### src/include/blend_cfg.svh
`ifndef BLEND_CFG_SVH
`define BLEND_CFG_SVH

// width of one colour or alpha channel.
`define BLEND_CHANNEL_BITS 8

// pixel number width, covers 640 x 480 = 307200 pixels.
`define BLEND_PIXEL_BITS 19

// full-scale alpha, also the blend divisor.
`define BLEND_ALPHA_MAX 255

// edges from the edge that samples read to valid read data.
// the fetch stage works with 1 or 2.
`define BLEND_READ_LATENCY 1

`endif

### src/logic/blend_pkg.sv
`default_nettype none

`include "blend_cfg.svh"

package blend_pkg;

	// one colour channel.
	typedef logic [`BLEND_CHANNEL_BITS-1:0] channel_t;

	// opacity, full scale is an opaque foreground.
	typedef logic [`BLEND_CHANNEL_BITS-1:0] alpha_t;

	// frame memory address, one word per pixel.
	typedef logic [`BLEND_PIXEL_BITS-1:0] pixel_index_t;

	// fg * a + bg * (max - a), at most 255 * 255 = 65025.
	typedef logic [2*`BLEND_CHANNEL_BITS-1:0] weight_sum_t;

endpackage

`default_nettype wire

### src/logic/pixel_fetch.sv
`timescale 1ns/10ps
`default_nettype none

`include "blend_cfg.svh"

module pixel_fetch
(
	input logic clk,
	input logic rst,
	input logic pixel_ready,
	input blend_pkg::pixel_index_t pixel_number,
	input blend_pkg::channel_t r,
	input blend_pkg::channel_t g,
	input blend_pkg::channel_t b,
	input blend_pkg::alpha_t a,
	input logic frame_ready,
	output logic read,
	output blend_pkg::pixel_index_t read_address,
	output logic fetch_valid,
	output blend_pkg::pixel_index_t fetch_index,
	output blend_pkg::channel_t fetch_r,
	output blend_pkg::channel_t fetch_g,
	output blend_pkg::channel_t fetch_b,
	output blend_pkg::alpha_t fetch_a,
	output logic fetch_mark
);
	import blend_pkg::*;

	localparam int LATENCY = `BLEND_READ_LATENCY;

	logic req_valid; // doubles as the read strobe.
	logic req_mark;
	pixel_index_t req_index;
	channel_t req_r;
	channel_t req_g;
	channel_t req_b;
	alpha_t req_a;

	// foreground waits here until memory returns the background.
	logic dly_valid [LATENCY];
	logic dly_mark [LATENCY];
	pixel_index_t dly_index [LATENCY];
	channel_t dly_r [LATENCY];
	channel_t dly_g [LATENCY];
	channel_t dly_b [LATENCY];
	alpha_t dly_a [LATENCY];

	// strobes and marks.
	always_ff @(posedge clk)
	begin
		if (rst)
		begin
			req_valid <= 1'b0;
			req_mark <= 1'b0;
			for (int i = 0; i < LATENCY; i++)
			begin
				dly_valid[i] <= 1'b0;
				dly_mark[i] <= 1'b0;
			end
		end
		else
		begin
			req_valid <= pixel_ready;
			req_mark <= frame_ready; // mark rides along even without a pixel.
			dly_valid[0] <= req_valid;
			dly_mark[0] <= req_mark;
			for (int i = 1; i < LATENCY; i++)
			begin
				dly_valid[i] <= dly_valid[i-1];
				dly_mark[i] <= dly_mark[i-1];
			end
		end
	end

	// pixel payload.
	always_ff @(posedge clk)
	begin
		req_index <= pixel_number;
		req_r <= r;
		req_g <= g;
		req_b <= b;
		req_a <= a;
		dly_index[0] <= req_index;
		dly_r[0] <= req_r;
		dly_g[0] <= req_g;
		dly_b[0] <= req_b;
		dly_a[0] <= req_a;
		for (int i = 1; i < LATENCY; i++)
		begin
			dly_index[i] <= dly_index[i-1];
			dly_r[i] <= dly_r[i-1];
			dly_g[i] <= dly_g[i-1];
			dly_b[i] <= dly_b[i-1];
			dly_a[i] <= dly_a[i-1];
		end
	end

	assign read = req_valid;
	assign read_address = req_index;

	// last entry lines up with read_r/g/b.
	assign fetch_valid = dly_valid[LATENCY-1];
	assign fetch_mark = dly_mark[LATENCY-1];
	assign fetch_index = dly_index[LATENCY-1];
	assign fetch_r = dly_r[LATENCY-1];
	assign fetch_g = dly_g[LATENCY-1];
	assign fetch_b = dly_b[LATENCY-1];
	assign fetch_a = dly_a[LATENCY-1];

endmodule

`default_nettype wire

### src/logic/alpha_weight.sv
`timescale 1ns/10ps
`default_nettype none

`include "blend_cfg.svh"

module alpha_weight
(
	input logic clk,
	input logic rst,
	input logic fetch_valid,
	input blend_pkg::pixel_index_t fetch_index,
	input blend_pkg::channel_t fetch_r,
	input blend_pkg::channel_t fetch_g,
	input blend_pkg::channel_t fetch_b,
	input blend_pkg::alpha_t fetch_a,
	input logic fetch_mark,
	input blend_pkg::channel_t read_r,
	input blend_pkg::channel_t read_g,
	input blend_pkg::channel_t read_b,
	output logic weight_valid,
	output blend_pkg::pixel_index_t weight_index,
	output blend_pkg::weight_sum_t sum_r,
	output blend_pkg::weight_sum_t sum_g,
	output blend_pkg::weight_sum_t sum_b,
	output logic weight_mark
);
	import blend_pkg::*;

	alpha_t inv_a;
	weight_sum_t next_r;
	weight_sum_t next_g;
	weight_sum_t next_b;

	// fg * alpha + bg * (max - alpha), cannot overflow the sum type.
	function automatic weight_sum_t weigh
	(
		input channel_t fg,
		input channel_t bg,
		input alpha_t alpha,
		input alpha_t inv
	);
		weight_sum_t fg_part;
		weight_sum_t bg_part;
		fg_part = weight_sum_t'(fg) * weight_sum_t'(alpha);
		bg_part = weight_sum_t'(bg) * weight_sum_t'(inv);
		return fg_part + bg_part;
	endfunction

	// shared by all three channels.
	assign inv_a = alpha_t'(`BLEND_ALPHA_MAX) - fetch_a;

	assign next_r = weigh(fetch_r, read_r, fetch_a, inv_a);
	assign next_g = weigh(fetch_g, read_g, fetch_a, inv_a);
	assign next_b = weigh(fetch_b, read_b, fetch_a, inv_a);

	always_ff @(posedge clk)
	begin
		if (rst)
		begin
			weight_valid <= 1'b0;
			weight_mark <= 1'b0;
		end
		else
		begin
			weight_valid <= fetch_valid;
			weight_mark <= fetch_mark;
		end
	end

	// sums are only looked at when weight_valid is set.
	always_ff @(posedge clk)
	begin
		weight_index <= fetch_index;
		sum_r <= next_r;
		sum_g <= next_g;
		sum_b <= next_b;
	end

endmodule

`default_nettype wire

### src/logic/norm_divide.sv
`timescale 1ns/10ps
`default_nettype none

`include "blend_cfg.svh"

module norm_divide
(
	input logic clk,
	input logic rst,
	input logic weight_valid,
	input blend_pkg::pixel_index_t weight_index,
	input blend_pkg::weight_sum_t sum_r,
	input blend_pkg::weight_sum_t sum_g,
	input blend_pkg::weight_sum_t sum_b,
	input logic weight_mark,
	output logic write,
	output blend_pkg::pixel_index_t write_address,
	output blend_pkg::channel_t write_r,
	output blend_pkg::channel_t write_g,
	output blend_pkg::channel_t write_b,
	output logic o_frame_ready
);
	import blend_pkg::*;

	localparam int CB = `BLEND_CHANNEL_BITS;

	channel_t quot_r;
	channel_t quot_g;
	channel_t quot_b;

	// floor(x / 255) as (x + (x >> 8) + 1) >> 8.
	// exact for every x below 65535, so the whole sum range is covered.
	function automatic channel_t div_max(input weight_sum_t sum);
		logic [2*CB:0] wide; // one spare bit for the carry.
		weight_sum_t hi;
		hi = sum >> CB;
		wide = {1'b0, sum} + {1'b0, hi} + 1'b1;
		return wide[2*CB-1:CB];
	endfunction

	assign quot_r = div_max(sum_r);
	assign quot_g = div_max(sum_g);
	assign quot_b = div_max(sum_b);

	always_ff @(posedge clk)
	begin
		if (rst)
		begin
			write <= 1'b0;
			o_frame_ready <= 1'b0;
		end
		else
		begin
			write <= weight_valid;
			o_frame_ready <= weight_mark; // lands with the last pixel's write.
		end
	end

	always_ff @(posedge clk)
	begin
		write_address <= weight_index;
		write_r <= quot_r;
		write_g <= quot_g;
		write_b <= quot_b;
	end

endmodule

`default_nettype wire

### src/logic/alpha_blender.sv
`timescale 1ns/10ps
`default_nettype none

module alpha_blender
(
	input logic clk,
	input logic rst,
	input logic pixel_ready,
	input blend_pkg::pixel_index_t pixel_number,
	input blend_pkg::channel_t r,
	input blend_pkg::channel_t g,
	input blend_pkg::channel_t b,
	input blend_pkg::alpha_t a,
	input blend_pkg::channel_t read_r,
	input blend_pkg::channel_t read_g,
	input blend_pkg::channel_t read_b,
	input logic frame_ready,
	output logic read,
	output blend_pkg::pixel_index_t read_address,
	output logic write,
	output blend_pkg::pixel_index_t write_address,
	output blend_pkg::channel_t write_r,
	output blend_pkg::channel_t write_g,
	output blend_pkg::channel_t write_b,
	output logic o_frame_ready
);
	import blend_pkg::*;

	// fetch to weight.
	logic fetch_valid;
	logic fetch_mark;
	pixel_index_t fetch_index;
	channel_t fetch_r;
	channel_t fetch_g;
	channel_t fetch_b;
	alpha_t fetch_a;

	// weight to divide.
	logic weight_valid;
	logic weight_mark;
	pixel_index_t weight_index;
	weight_sum_t sum_r;
	weight_sum_t sum_g;
	weight_sum_t sum_b;

	pixel_fetch pixel_fetch_inst
	(
		.clk(clk),
		.rst(rst),
		.pixel_ready(pixel_ready),
		.pixel_number(pixel_number),
		.r(r),
		.g(g),
		.b(b),
		.a(a),
		.frame_ready(frame_ready),
		.read(read),
		.read_address(read_address),
		.fetch_valid(fetch_valid),
		.fetch_index(fetch_index),
		.fetch_r(fetch_r),
		.fetch_g(fetch_g),
		.fetch_b(fetch_b),
		.fetch_a(fetch_a),
		.fetch_mark(fetch_mark)
	);

	// background goes straight from memory into the weighting stage.
	alpha_weight alpha_weight_inst
	(
		.clk(clk),
		.rst(rst),
		.fetch_valid(fetch_valid),
		.fetch_index(fetch_index),
		.fetch_r(fetch_r),
		.fetch_g(fetch_g),
		.fetch_b(fetch_b),
		.fetch_a(fetch_a),
		.fetch_mark(fetch_mark),
		.read_r(read_r),
		.read_g(read_g),
		.read_b(read_b),
		.weight_valid(weight_valid),
		.weight_index(weight_index),
		.sum_r(sum_r),
		.sum_g(sum_g),
		.sum_b(sum_b),
		.weight_mark(weight_mark)
	);

	norm_divide norm_divide_inst
	(
		.clk(clk),
		.rst(rst),
		.weight_valid(weight_valid),
		.weight_index(weight_index),
		.sum_r(sum_r),
		.sum_g(sum_g),
		.sum_b(sum_b),
		.weight_mark(weight_mark),
		.write(write),
		.write_address(write_address),
		.write_r(write_r),
		.write_g(write_g),
		.write_b(write_b),
		.o_frame_ready(o_frame_ready)
	);

endmodule

`default_nettype wire

### config.mk
export PLATFORM = sky130hd
export DESIGN_NAME = alpha_blender
export DESIGN_NICKNAME = d
export VERILOG_FILES = /design/src/logic/blend_pkg.sv /design/src/logic/pixel_fetch.sv /design/src/logic/alpha_weight.sv /design/src/logic/norm_divide.sv /design/src/logic/alpha_blender.sv
export VERILOG_INCLUDE_DIRS = /design/src /design/src/include
export SDC_FILE = /design/constraint.sdc
export NUM_CORES = 1
export LEC_CHECK = 0
export BUFFER_PORTS_ARGS = -buffer_cell sky130_fd_sc_hd__buf_2
export CELL_PAD_IN_SITES_DETAIL_PLACEMENT = 2
export CELL_PAD_IN_SITES_GLOBAL_PLACEMENT = 2
export CORE_MARGIN = 10
export CORE_UTILIZATION = 39
export CTS_CLUSTER_SIZE = 14
export DETAILED_ROUTE_END_ITERATION = 12
export GPL_ROUTABILITY_DRIVEN = 0
export PLACE_DENSITY_LB_ADDON = 0.08
export SLEW_MARGIN = 40
export SYNTH_ARGS = -nofsm -noshare
export SYNTH_HDL_FRONTEND = slang
export SYNTH_SLANG_ARGS = --single-unit
### constraint.sdc
create_clock -name clk -period 7.6 [get_ports clk]
set_input_delay 0.76 -clock clk [delete_from_list [all_inputs] [get_ports clk]]
set_output_delay 0.76 -clock clk [all_outputs]
set_load 0.1 [all_outputs]
# == Word-level counts from Yosys, hierarchy flattened ==
# Memories as Yosys holds them, arrays and structs flattened. A register that Yosys moved wholly into a read port is not among the register bits.
# Index checks and enable logic that the tools add are counted.
# word_totals
ramBits,53
regBits,146
n_memories,7
# mem_list
name,words,word_bits,rd,rd_clocked_by_memory_dff,wr,line_no,rtl
pixel_fetch_inst.dly_index,1,19,1,1,1,pixel_fetch.sv:42,pixel_index_t dly_index [LATENCY];
pixel_fetch_inst.dly_a,1,8,1,0,1,pixel_fetch.sv:46,alpha_t dly_a [LATENCY];
pixel_fetch_inst.dly_b,1,8,1,0,1,pixel_fetch.sv:45,channel_t dly_b [LATENCY];
pixel_fetch_inst.dly_g,1,8,1,0,1,pixel_fetch.sv:44,channel_t dly_g [LATENCY];
pixel_fetch_inst.dly_r,1,8,1,0,1,pixel_fetch.sv:43,channel_t dly_r [LATENCY];
pixel_fetch_inst.dly_mark,1,1,1,1,1,pixel_fetch.sv:41,logic dly_mark [LATENCY];
1 more memories,n/a,n/a,n/a,n/a,n/a,n/a,
# op_classes
n_mul,6
n_reduce_logical,2
n_addsub,10
muxes,7
# op_table
op,count
$mul 8x8->16,6
$add 16x1->16 const B,3
$add 16x16->16,3
$add 16x8->16,3
$sub 8x8->8 const A,1
$mux 1,7
$reduce_or 1->1,2

# == Longest topological paths before layout ==
# Gate-level depths: netlist of the first run.
# logic_depth
word_depth,3
ltp_mapped,21

# == By module ==
# Synthesis of the first run repeated with hierarchy kept, for this count alone.
# hier_totals
cells_unflattened,1826
hier_area_um2,18579.1
# by_module_without_submodules
module,area_per_inst_um2,n_inst,seq_area_each_um2,cells_per_inst
alpha_weight,14591.5,1,1381.3,1555
pixel_fetch,2147.1,1,2122.0,110
norm_divide,1840.5,1,900.9,161

# == Worst setup path before layout of the first run ==
# Ideal clock, no wire load.
# synth_timing
path_type,register to register
from,memory pixel_fetch_inst.dly_a[0][1] in the netlist's numbering
to,register alpha_weight_inst.sum_r[14]
setup_time_ns,0.134
setup_slack_ns,1.924
arrival_time_ns,5.542
stages_incl_launch_ff,17
cell_sequence,dfxtp_1 > clkbuf_1 > clkbuf_1 > nand2_1 > fa_1 > fa_1 > fa_1 > inv_1 > fa_1 > fa_1 > fa_1 > ha_1 > and2_1 > a311o_2 > o221ai_4 > nor3_2 > or4b_1
# synth_rtl
item,line_no,rtl
"start, declared",pixel_fetch.sv:46,
"end signal, assigned",alpha_weight.sv:74,sum_r <= next_r;
"end, declared",alpha_weight.sv:22,"output blend_pkg::weight_sum_t sum_r,"

==> results of run 1 <==
==> stage by stage <==
| stage | hold WS (ns) | std cells | cell area [sq um] | util (%) |
|---|---|---|---|---|
| after floorplan | 0.310 | 1844 | 18600 | - |
| after global placement | 0.310 | 2560 | 20000 | 42.7 |
| after detailed placement | 0.313 | 2560 | 20000 | 42.7 |
| after CTS | 0.237 | 2604 | 20800 | 44.5 |
| after global routing | 0.258 | 2604 | 20800 | 44.5 |
| final | 0.287 | 2604 | 20800 | 44.5 |
==> layout by cell type (no fill, tap or decap), types with 3 or more instances in the layout <==
cell / count
a21o_1: 13
or2_2: 3
o21bai_1: 4
a21oi_1: 36
nand3_1: 10
inv_1: 418
and3_1: 5
clkinv_2: 7
fa_1: 288
nand2b_1: 58
nor2b_1: 143
xnor2_1: 44
bufinv_16: 4
nand2_1: 97
dfxtp_2: 8
nand4_1: 7
buf_2: 143
a211oi_1: 7
clkbuf_16: 24
buf_4: 9
and2_1: 112
nand3b_1: 5
nor3b_1: 3
ha_1: 207
o2bb2ai_1: 3
dfxtp_1: 212
xor2_1: 23
clkbuf_8: 4
a21boi_0: 3
nor3_1: 7
mux2_2: 3
o21ai_0: 21
o22ai_1: 3
nor2_1: 20
o21a_1: 14
conb_1: 3
==> flip-flops by register name, indices dropped and copies added, names as in the netlist, 16 cells and up <==
name                            flops
pixel_fetch_inst.read_address      19
alpha_weight_inst.sum_b            16
alpha_weight_inst.weight_index     19
alpha_weight_inst.sum_g            16
alpha_weight_inst.sum_r            16
norm_divide_inst.write_address     19
pixel_fetch_inst.dly_index         19
==> kinds of logic (layout without fill, tap and decap cells) <==
kind of cell    after synthesis  count (layout)  share of synthesized area (%)
flops                       220             220                           23.7
mux                           4               4                          0.236
compound gates              120             120                           4.25
xor+xnor                     67              67                           3.16
other cells                   1               3                         0.0202
simple gates                474             474                           14.4
fa+ha+maj                   495             495                           45.0
buf+inv                     461             614                           9.31
==> cell type report <==
cell class / instances / share of cell area, %
Multi-Input combinational cell: 1163 / 59.8
Sequential cell: 220 / 21.2
Inverter: 418 / 7.53
Timing Repair Buffer: 152 / 3.76
Tap cell: 607 / 3.64
Clock buffer: 30 / 3.18
Clock inverter: 14 / 0.966
==> worst max-delay path: stages, from the launching register on <==
cell	delay (ns)
dfxtp_2	0.70
buf_4	0.44
nand2_1	0.12
fa_1	0.48
fa_1	0.56
inv_1	0.05
fa_1	0.49
fa_1	0.51
fa_1	0.49
inv_1	0.05
fa_1	0.47
inv_1	0.04
ha_1	0.33
a21oi_1	0.20
o21ai_0	0.17
a2111oi_0	0.58
o31ai_1	0.21
xnor2_1	0.16
==> synthesized netlist by cell type, drive strengths merged, types with 2 or more instances <==
cell type	n
a211o	2
a211oi	7
a21boi	3
a21o	13
a21oi	36
and2	112
and3	5
clkbuf	43
dfxtp	220
fa	288
ha	207
inv	418
mux2	3
nand2	97
nand2b	58
nand3	10
nand3b	5
nand4	7
nor2	20
nor2b	143
nor3	8
nor3b	3
o211ai	2
o21a	14
o21ai	22
o21bai	4
o221ai	2
o22ai	3
o2bb2ai	3
or2	3
xnor2	44
xor2	23
==> worst paths after layout <==
kind / depth (start not counted) / slack [ns] / start / end
worst min register to register: 0 / 0.32 / alpha_weight_inst.weight_index[17]$_DFF_P_ / norm_divide_inst.write_address[17]$_DFF_P_
worst max register to register: 17 / 1.40 / pixel_fetch_inst.dly_a[0][3]$_DFF_P_ / alpha_weight_inst.sum_b[15]$_DFF_P_
worst max-delay path: 17 / 1.40 / pixel_fetch_inst.dly_a[0][3]$_DFF_P_ / alpha_weight_inst.sum_b[15]$_DFF_P_
worst min-delay path: 1 / 0.29 / pixel_number[2] / pixel_fetch_inst.read_address[2]$_DFF_P_
==> routing by layer <==
| layer | routed length, um | part of all wire [%] |
|---|---|---|
| met5 | 28 | 0.059 |
| met4 | 752 | 1.6 |
| met3 | 1400 | 2.9 |
| met2 | 25700 | 54 |
| met1 | 20000 | 42 |
==> results.sh, run 1 <==
export IMPL_status="completed"
export IMPL_cp_required_ns=8.02
export IMPL_syn_inst=1842
export IMPL_rsz0062_at_grt="no"
export IMPL_drt_pass1_iter_count=4
export IMPL_nets=2553
export IMPL_die_w_um=238
export IMPL_cts_resized_gates=0
export IMPL_avgSynthCellArea_sq_um=10.1
export IMPL_crit_type="register to register"
export IMPL_top_usage_layer="met2"
export IMPL_cts_tree="yes"
export IMPL_ys_seq_area_share_pct=23.7
export IMPL_clock_skew_ns=0.0254
export IMPL_vias_per_cell=4.78
export IMPL_ys_dominant_reg_cell="dfxtp_1"
export IMPL_port_buffers=143
export IMPL_post_cts_buffers=0
export IMPL_dp_slack_ns=1.39
export IMPL_initial_core_util_pct=39.7
export IMPL_antenna_cells=0
export IMPL_netlist_area_sq_um=18600
export IMPL_synth_top_area_cell="fa_1"
export IMPL_cts_clk_slew_worst_paths_ns=0.07
export IMPL_crit_fanout=26
export IMPL_grt_use_total_pct=17.5
export IMPL_final_max_slew_viol_count=0
export IMPL_ys_warn_count=0
export IMPL_fp_row_count=79
export IMPL_hold_class="primary input to register"
export IMPL_cts_buffers=24
export IMPL_drc=0
export IMPL_die_y_um=238
export IMPL_grtUsageMet2_pct=33.0
export IMPL_ant_nets=0
export IMPL_seq_area_sq_um=4410
export IMPL_cp_arrival_ns=6.62
export IMPL_layout_drive_gt1_share_pct=10.6
export IMPL_vias=12500
export IMPL_setup_viol=0
export IMPL_maxSlewHeadroom_pct=47.4
export IMPL_grt_use_met3_pct=2.50
export IMPL_first_global_vias=15300
export IMPL_ys_types=49
export IMPL_worst_pin_slew_ns=0.789
export IMPL_post_drt_wl_per_cell_um=18.4
export IMPL_coreArea_sq_um=46900
export IMPL_grt_pass1_wl_um=79700
export IMPL_grt_antenna_before_repair=2
export IMPL_async_reset_ff_share_pct=0
export IMPL_clock_latency_ns=0.57
export IMPL_syn2layout_area_growth_pct=12.2
export IMPL_cts_path_max_buffers=3
export IMPL_grt_ovfl_total=0
export IMPL_htree_num_levels=1
export IMPL_cts_root_buffer="clkbuf_16"
export IMPL_setup_slack_ns=1.40
export IMPL_maxCapViolations=0
export IMPL_grt_max_degree=35
export IMPL_wirelength_um=47800
export IMPL_min_period_ns=6.20
export IMPL_fill_cells=5034
export IMPL_die_area_sq_um=56800
export IMPL_cts_sinks=220
export IMPL_multiInputGateArea_sq_um=12500
export IMPL_synth_top_area_share_pct=31.0
export IMPL_synthTopCellsByArea="fa_1 (31%), dfxtp_1 (24%), ha_1 (14%), inv_1 (8.4%), nor2b_1 (4.8%)"
export IMPL_critPathLaunchType="register"
export IMPL_finalHoldViolCount=0
export IMPL_post_route_period_util_pct=81.6
export IMPL_end_kind="register"
export IMPL_tns_ns=0
export IMPL_ios=144
export IMPL_fmax_ghz=0.161
export IMPL_synth_edff_count=0
export IMPL_met1_usage_pct=20.8
export IMPL_hpwl_um=39300
export IMPL_ys_ff_latch=220
export IMPL_drtIter0Drc=261
export IMPL_cts_hold_buffers_added=0
Power of run 1 is not shown: default switching activity piles up to over one toggle a cycle in this logic, so the estimate is an artifact.
==> run 2, diff against run 1 <==
==> constraint.sdc (replaced) <==
create_clock -name clk -period 6.3 [get_ports clk]
set_input_delay 0.63 -clock clk [delete_from_list [all_inputs] [get_ports clk]]
set_output_delay 0.63 -clock clk [all_outputs]
set_load 0.1 [all_outputs]
==> results.sh, run 2 (synthesis results as in run 1) <==
export IMPL_critPathLaunchType="register"
export IMPL_fmax_ghz=0.168
export IMPL_initial_core_util_pct=39.7
export IMPL_startpoint="pixel_fetch_inst.dly_a[0][3]$_DFF_P_"
export IMPL_die_y_um=238
export IMPL_finalHoldViolCount=0
export IMPL_cts_path_max_buffers=3
export IMPL_pwr_share_comb_pct=70.3
export IMPL_maxSlewHeadroom_pct=49.7
export IMPL_port_buffers=143
export IMPL_ant_nets=0
export IMPL_cts_sinks=220
export IMPL_seqPwrFrac_pct=16.2
export IMPL_syn2layout_area_growth_pct=13.4
export IMPL_vias_per_cell=4.76
export IMPL_rr_endpoint="alpha_weight_inst.sum_b[15]$_DFF_P_"
export IMPL_postLayoutCellArea_sq_um=21100
export IMPL_post_route_period_util_pct=94.7
export IMPL_first_global_vias=15000
export IMPL_htree_num_levels=1
export IMPL_hold_class="primary input to register"
export IMPL_maxCapViolations=0
export IMPL_p_per_area_nw_per_um2=592
export IMPL_fill_cells=5003
export IMPL_grt_antenna_before_repair=4
export IMPL_crit_type="register to register"
export IMPL_cp_arrival_ns=6.41
export IMPL_final_cell_mix="inv_1 (418), fa_1 (288), dfxtp_1 (212)"
export IMPL_grt_pass1_wl_um=79800
export IMPL_rsz0062_at_grt="no"
export IMPL_cts_clk_slew_worst_paths_ns=0.07
export IMPL_worst_pin_slew_ns=0.754
export IMPL_clkPwrFrac_pct=13.4
export IMPL_rr_worst_depth=18
export IMPL_ios=144
export IMPL_dpl_instance_area_sq_um=20100
export IMPL_vias=12500
export IMPL_final_max_slew_viol_count=0
export IMPL_cts_resized_gates=0
export IMPL_antenna_cells=0
export IMPL_crit_fanout=26
export IMPL_die_area_sq_um=56800
export IMPL_cts_hold_buffers_added=0
export IMPL_fp_row_count=79
export IMPL_r2r_slack_ns=0.34
export IMPL_cellLeakagePower_uw=0.0106
export IMPL_coreArea_sq_um=46900
export IMPL_p_sw_uw=6050
export IMPL_setup_viol=0
export IMPL_min_period_ns=5.96
export IMPL_post_drt_wl_per_cell_um=18.3
export IMPL_post_cts_buffers=0
export IMPL_internal_power_uw=6420
export IMPL_cts_tree="yes"
export IMPL_nets=2567
export IMPL_ir_drop_mv=0.583
export IMPL_grt_max_degree=31
export IMPL_end_kind="register"
export IMPL_mostFrequentLayoutCell="inv_1"
export IMPL_worstSetupEndpoint="alpha_weight_inst.sum_b[15]$_DFF_P_"
export IMPL_cts_buffers=26
export IMPL_hpwl_um=39700
export IMPL_clock_skew_ns=0.0158
export IMPL_tns_ns=0
export IMPL_drt_pass1_iter_count=5
export IMPL_grt_ovfl_total=0
export IMPL_clock_latency_ns=0.57
export IMPL_swShare_pct=48.5
export IMPL_die_w_um=238
export IMPL_cp_required_ns=6.75
export IMPL_cts_root_buffer="clkbuf_16"
export IMPL_status="completed"
export IMPL_grt_use_total_pct=17.6
export IMPL_drc=0
export IMPL_layout_drive_gt1_share_pct=11.2
export IMPL_r2r_start="pixel_fetch_inst.dly_a[0][3]$_DFF_P_"
export IMPL_drtIter0Drc=316
export IMPL_wirelength_um=48100
-- run 2: cell count changes in the layout (fill, tap and decap cells not counted) --
cell | previous run | this run
buf_12 | 0 | 3
buf_4 | 9 | 18
bufinv_16 | 4 | 6
clkbuf_1 | 2 | 3
clkbuf_16 | 24 | 26
clkbuf_8 | 4 | 3
clkinv_2 | 7 | 6
clkinv_4 | 1 | 0
clkinvlp_4 | 1 | 2
inv_8 | 0 | 1
-- run 2: cell type report --
cell class	count	area, sq um	area share (%)
tap	607	759	3.60
inverter	418	1570	7.44
timing repair buffer	164	911	4.32
multi-input combinational	1163	12500	59.1
clock inverter	16	267	1.26
clock buffer	32	703	3.34
sequential	220	4410	20.9
-- run 2: power groups by stage --
stage	logic [uW]	clock network [uW]	registers, uW
after floorplan	6220	0	2640
after global placement	8620	0	2050
after detailed placement	8960	0	2060
after CTS	9030	1730	2030
after global routing	10100	1790	2060
final	8770	1680	2020
-- run 2: routing by layer --
metal  global-route usage, %  vias up  share of wire, %
li1                        -     5821                 -
met4                    2.54        6               1.2
met2                    32.7      105                52
met3                    2.48       37               2.8
met5                       0        -              0.10
met1                    21.5     6496                43
-- run 2: worst min path at each step --
| stage | start | to | cells past startpoint |
|---|---|---|---|
| after floorplan | pixel_fetch_inst.dly_index[0][0]$_DFF_P_ | alpha_weight_inst.weight_index[0]$_DFF_P_ | 0 |
| after global placement | alpha_weight_inst.weight_index[7]$_DFF_P_ | norm_divide_inst.write_address[7]$_DFF_P_ | 0 |
| after detailed placement | alpha_weight_inst.weight_index[18]$_DFF_P_ | norm_divide_inst.write_address[18]$_DFF_P_ | 0 |
| after CTS | a[7] | pixel_fetch_inst.req_a[7]$_DFF_P_ | 1 |
| after global routing | a[7] | pixel_fetch_inst.req_a[7]$_DFF_P_ | 1 |
| final | a[7] | pixel_fetch_inst.req_a[7]$_DFF_P_ | 1 |
-- run 2: stage by stage --
| stage | utilization (%) | setup slack (ns) | std cells | hold slack (ns) | power (uW) |
|---|---|---|---|---|---|
| after floorplan | - | 0.624 | 1844 | 0.310 | 8860 |
| after global placement | 42.9 | 0.531 | 2572 | 0.310 | 10700 |
| after detailed placement | 42.9 | 0.378 | 2572 | 0.314 | 11000 |
| after CTS | 45.0 | 0.352 | 2620 | 0.118 | 12800 |
| after global routing | 45.0 | 0.0220 | 2620 | 0.125 | 13900 |
| final | 45.0 | 0.336 | 2620 | 0.152 | 12500 |
-- run 2: worst max-delay path, stage by stage (launching register included) --
cell,delay (ns)
dfxtp_2,0.82
buf_12,0.23
nor2b_1,0.07
fa_1,0.50
inv_1,0.05
fa_1,0.53
inv_1,0.05
fa_1,0.47
fa_1,0.41
fa_1,0.51
inv_1,0.05
fa_1,0.47
inv_1,0.04
ha_1,0.33
a21oi_1,0.19
o21ai_0,0.18
a2111oi_0,0.57
o31ai_1,0.21
xnor2_1,0.16
Note: power is estimated with default switching activity, not from simulation.
==> run 3, diff against run 2 <==
--- a/config.mk
+++ b/config.mk
@@ -9,6 +9,7 @@
 export BUFFER_PORTS_ARGS = -buffer_cell sky130_fd_sc_hd__buf_2
 export CELL_PAD_IN_SITES_DETAIL_PLACEMENT = 2
 export CELL_PAD_IN_SITES_GLOBAL_PLACEMENT = 2
+export CORE_ASPECT_RATIO = 0.7
 export CORE_MARGIN = 10
 export CORE_UTILIZATION = 39
 export CTS_CLUSTER_SIZE = 14
@@ -19,3 +20,4 @@
 export SYNTH_ARGS = -nofsm -noshare
 export SYNTH_HDL_FRONTEND = slang
 export SYNTH_SLANG_ARGS = --single-unit
+export TNS_END_PERCENT = 50
==> constraint.sdc (replaced) <==
create_clock -name clk -period 6.3 [get_ports clk]
set_input_delay 0 -clock clk [delete_from_list [all_inputs] [get_ports clk]]
set_output_delay 0 -clock clk [all_outputs]
set_load 0.1 [all_outputs]
==> results.sh, run 3 (synthesis results as in run 1) <==
export IMPL_status="completed"
export IMPL_crit_type="register to register"
export IMPL_clock_latency_ns=0.56
export IMPL_met1_usage_pct=24.5
export IMPL_tns_ns=0
export IMPL_postLayoutCellArea_sq_um=21500
export IMPL_grt_max_degree=27
export IMPL_coreArea_sq_um=46700
export IMPL_end_kind="register"
export IMPL_syn2layout_area_growth_pct=15.7
export IMPL_grt_use_met3_pct=2.27
export IMPL_die_area_sq_um=56900
export IMPL_wirelength_um=51000
export IMPL_worst_pin_slew_ns=0.699
export IMPL_hpwl_um=40300
export IMPL_rr_endpoint="alpha_weight_inst.sum_r[14]$_DFF_P_"
export IMPL_drtIter0Drc=409
export IMPL_finalHoldViolCount=0
export IMPL_post_cts_buffers=0
export IMPL_vias=12600
export IMPL_die_y_um=203
export IMPL_cts_clk_slew_worst_paths_ns=0.07
export IMPL_crit_family="adder cells"
export IMPL_nets=2623
export IMPL_r2r_slack_ns=0.44
export IMPL_first_global_vias=15300
export IMPL_die_w_um=281
export IMPL_maxCapViolations=0
export IMPL_ios=144
export IMPL_post_drt_wl_per_cell_um=19.0
export IMPL_port_buffers=143
export IMPL_dpl_instance_area_sq_um=20100
export IMPL_r2r_start="pixel_fetch_inst.dly_a[0][1]$_DFF_P_"
export IMPL_grtUsageMet2_pct=32.8
export IMPL_htree_num_levels=1
export IMPL_hp_start="a[6]"
export IMPL_min_delay_path_depth=2
export IMPL_top_usage_layer="met2"
export IMPL_cp_required_ns=6.73
export IMPL_cellLeakagePower_uw=0.0108
export IMPL_layout_drive_gt1_share_pct=10.6
export IMPL_setup_viol=0
export IMPL_final_max_slew_viol_count=0
export IMPL_drt_pass1_iter_count=4
export IMPL_crit_fanout=26
export IMPL_min_period_ns=5.86
export IMPL_seq_area_sq_um=4410
export IMPL_multiInputGateArea_sq_um=12500
export IMPL_ir_drop_mv=0.417
export IMPL_path_buf_inv=1
export IMPL_cts_tree="yes"
export IMPL_rsz0062_at_grt="no"
export IMPL_slowest_delay_ns=0.72
export IMPL_cts_hold_buffers_added=59
export IMPL_ant_nets=0
export IMPL_cp_slowest_cell="dfxtp_2"
export IMPL_p_per_area_nw_per_um2=580
export IMPL_hold_class="primary input to register"
export IMPL_cts_path_max_buffers=3
export IMPL_path_common_cell="fa_1"
export IMPL_critPathLaunchType="register"
export IMPL_clock_skew_ns=0.0149
export IMPL_fmax_ghz=0.171
export IMPL_crit_chain="nand2_1 > fa_1 > fa_1 > fa_1 > inv_1 > fa_1 > fa_1 > fa_1 > ha_1 > and2_1 > a311o_2 > o221ai_4 > nor3_2 > or4b_1"
export IMPL_cts_sinks=220
export IMPL_vias_per_cell=4.72
export IMPL_final_cell_mix="inv_1 (418), fa_1 (288), dfxtp_1 (212)"
export IMPL_whs_endpoint="pixel_fetch_inst.req_a[6]$_DFF_P_"
export IMPL_post_route_period_util_pct=93.0
export IMPL_cp_arrival_ns=6.29
export IMPL_grt_use_total_pct=18.6
export IMPL_mostFrequentLayoutCell="inv_1"
export IMPL_grt_pass1_wl_um=84300
export IMPL_rr_worst_depth=14
export IMPL_setup_slack_ns=0.442
export IMPL_fp_row_count=66
export IMPL_grt_antenna_before_repair=2
export IMPL_dp_slack_ns=0.459
export IMPL_cts_root_buffer="clkbuf_16"
export IMPL_cts_buffers=24
export IMPL_initial_core_util_pct=39.8
export IMPL_cts_resized_gates=0
export IMPL_maxSlewHeadroom_pct=53.4
export IMPL_grt_ovfl_total=0
export IMPL_fill_cells=4915
export IMPL_drc=0
[run 3: how the worst max path moves through the flow]
stage | start | to | slack [ns] | cells past startpoint
after floorplan | pixel_fetch_inst.dly_a[0][1]$_DFF_P_ | alpha_weight_inst.sum_r[14]$_DFF_P_ | 0.62 | 16
after global placement | pixel_fetch_inst.dly_a[0][1]$_DFF_P_ | alpha_weight_inst.sum_r[14]$_DFF_P_ | 0.54 | 14
after detailed placement | pixel_fetch_inst.dly_a[0][1]$_DFF_P_ | alpha_weight_inst.sum_r[14]$_DFF_P_ | 0.46 | 14
after CTS | pixel_fetch_inst.dly_a[0][1]$_DFF_P_ | alpha_weight_inst.sum_r[14]$_DFF_P_ | 0.44 | 14
after global routing | pixel_fetch_inst.dly_a[0][2]$_DFF_P_ | alpha_weight_inst.sum_b[15]$_DFF_P_ | 0.1 | 17
final | pixel_fetch_inst.dly_a[0][1]$_DFF_P_ | alpha_weight_inst.sum_r[14]$_DFF_P_ | 0.44 | 14
[run 3: area by class of cell]
cell class	instances	area share (%)
diodes	1	0.0116
multi-input cells	1163	58.0
clock buffers	32	3.12
flip-flops and latches	220	20.5
repair buffers	222	6.77
inverters	418	7.30
clock inverters	11	0.745
well taps	612	3.56
[run 3: per-layer routing]
layer  vias to the layer above  share of wire (%)  wire [um]
li1                       5936                  -          -
met1                      6538                 46      23200
met2                       125                 50      25400
met3                        35                3.5       1760
met4                         2                1.2        604
met5                         -              0.022         11
[run 3: where the power goes]
group	internal, uW	switching, uW
clock network	878	627
logic	3590	5320
registers	1810	235
[run 3: metrics by stage]
stage	total power, uW	hold WS, ns	util [%]	cells
2_1_floorplan	8860	0.0277	-	1844
3_3_place_gp	10600	0.103	42.9	2576
3_5_place_dp	11000	0.104	42.9	2576
5_1_grt	14000	0.0613	46.0	2678
6_report	12500	0.0760	46.0	2679
4_1_cts	12700	0.0431	46.0	2678
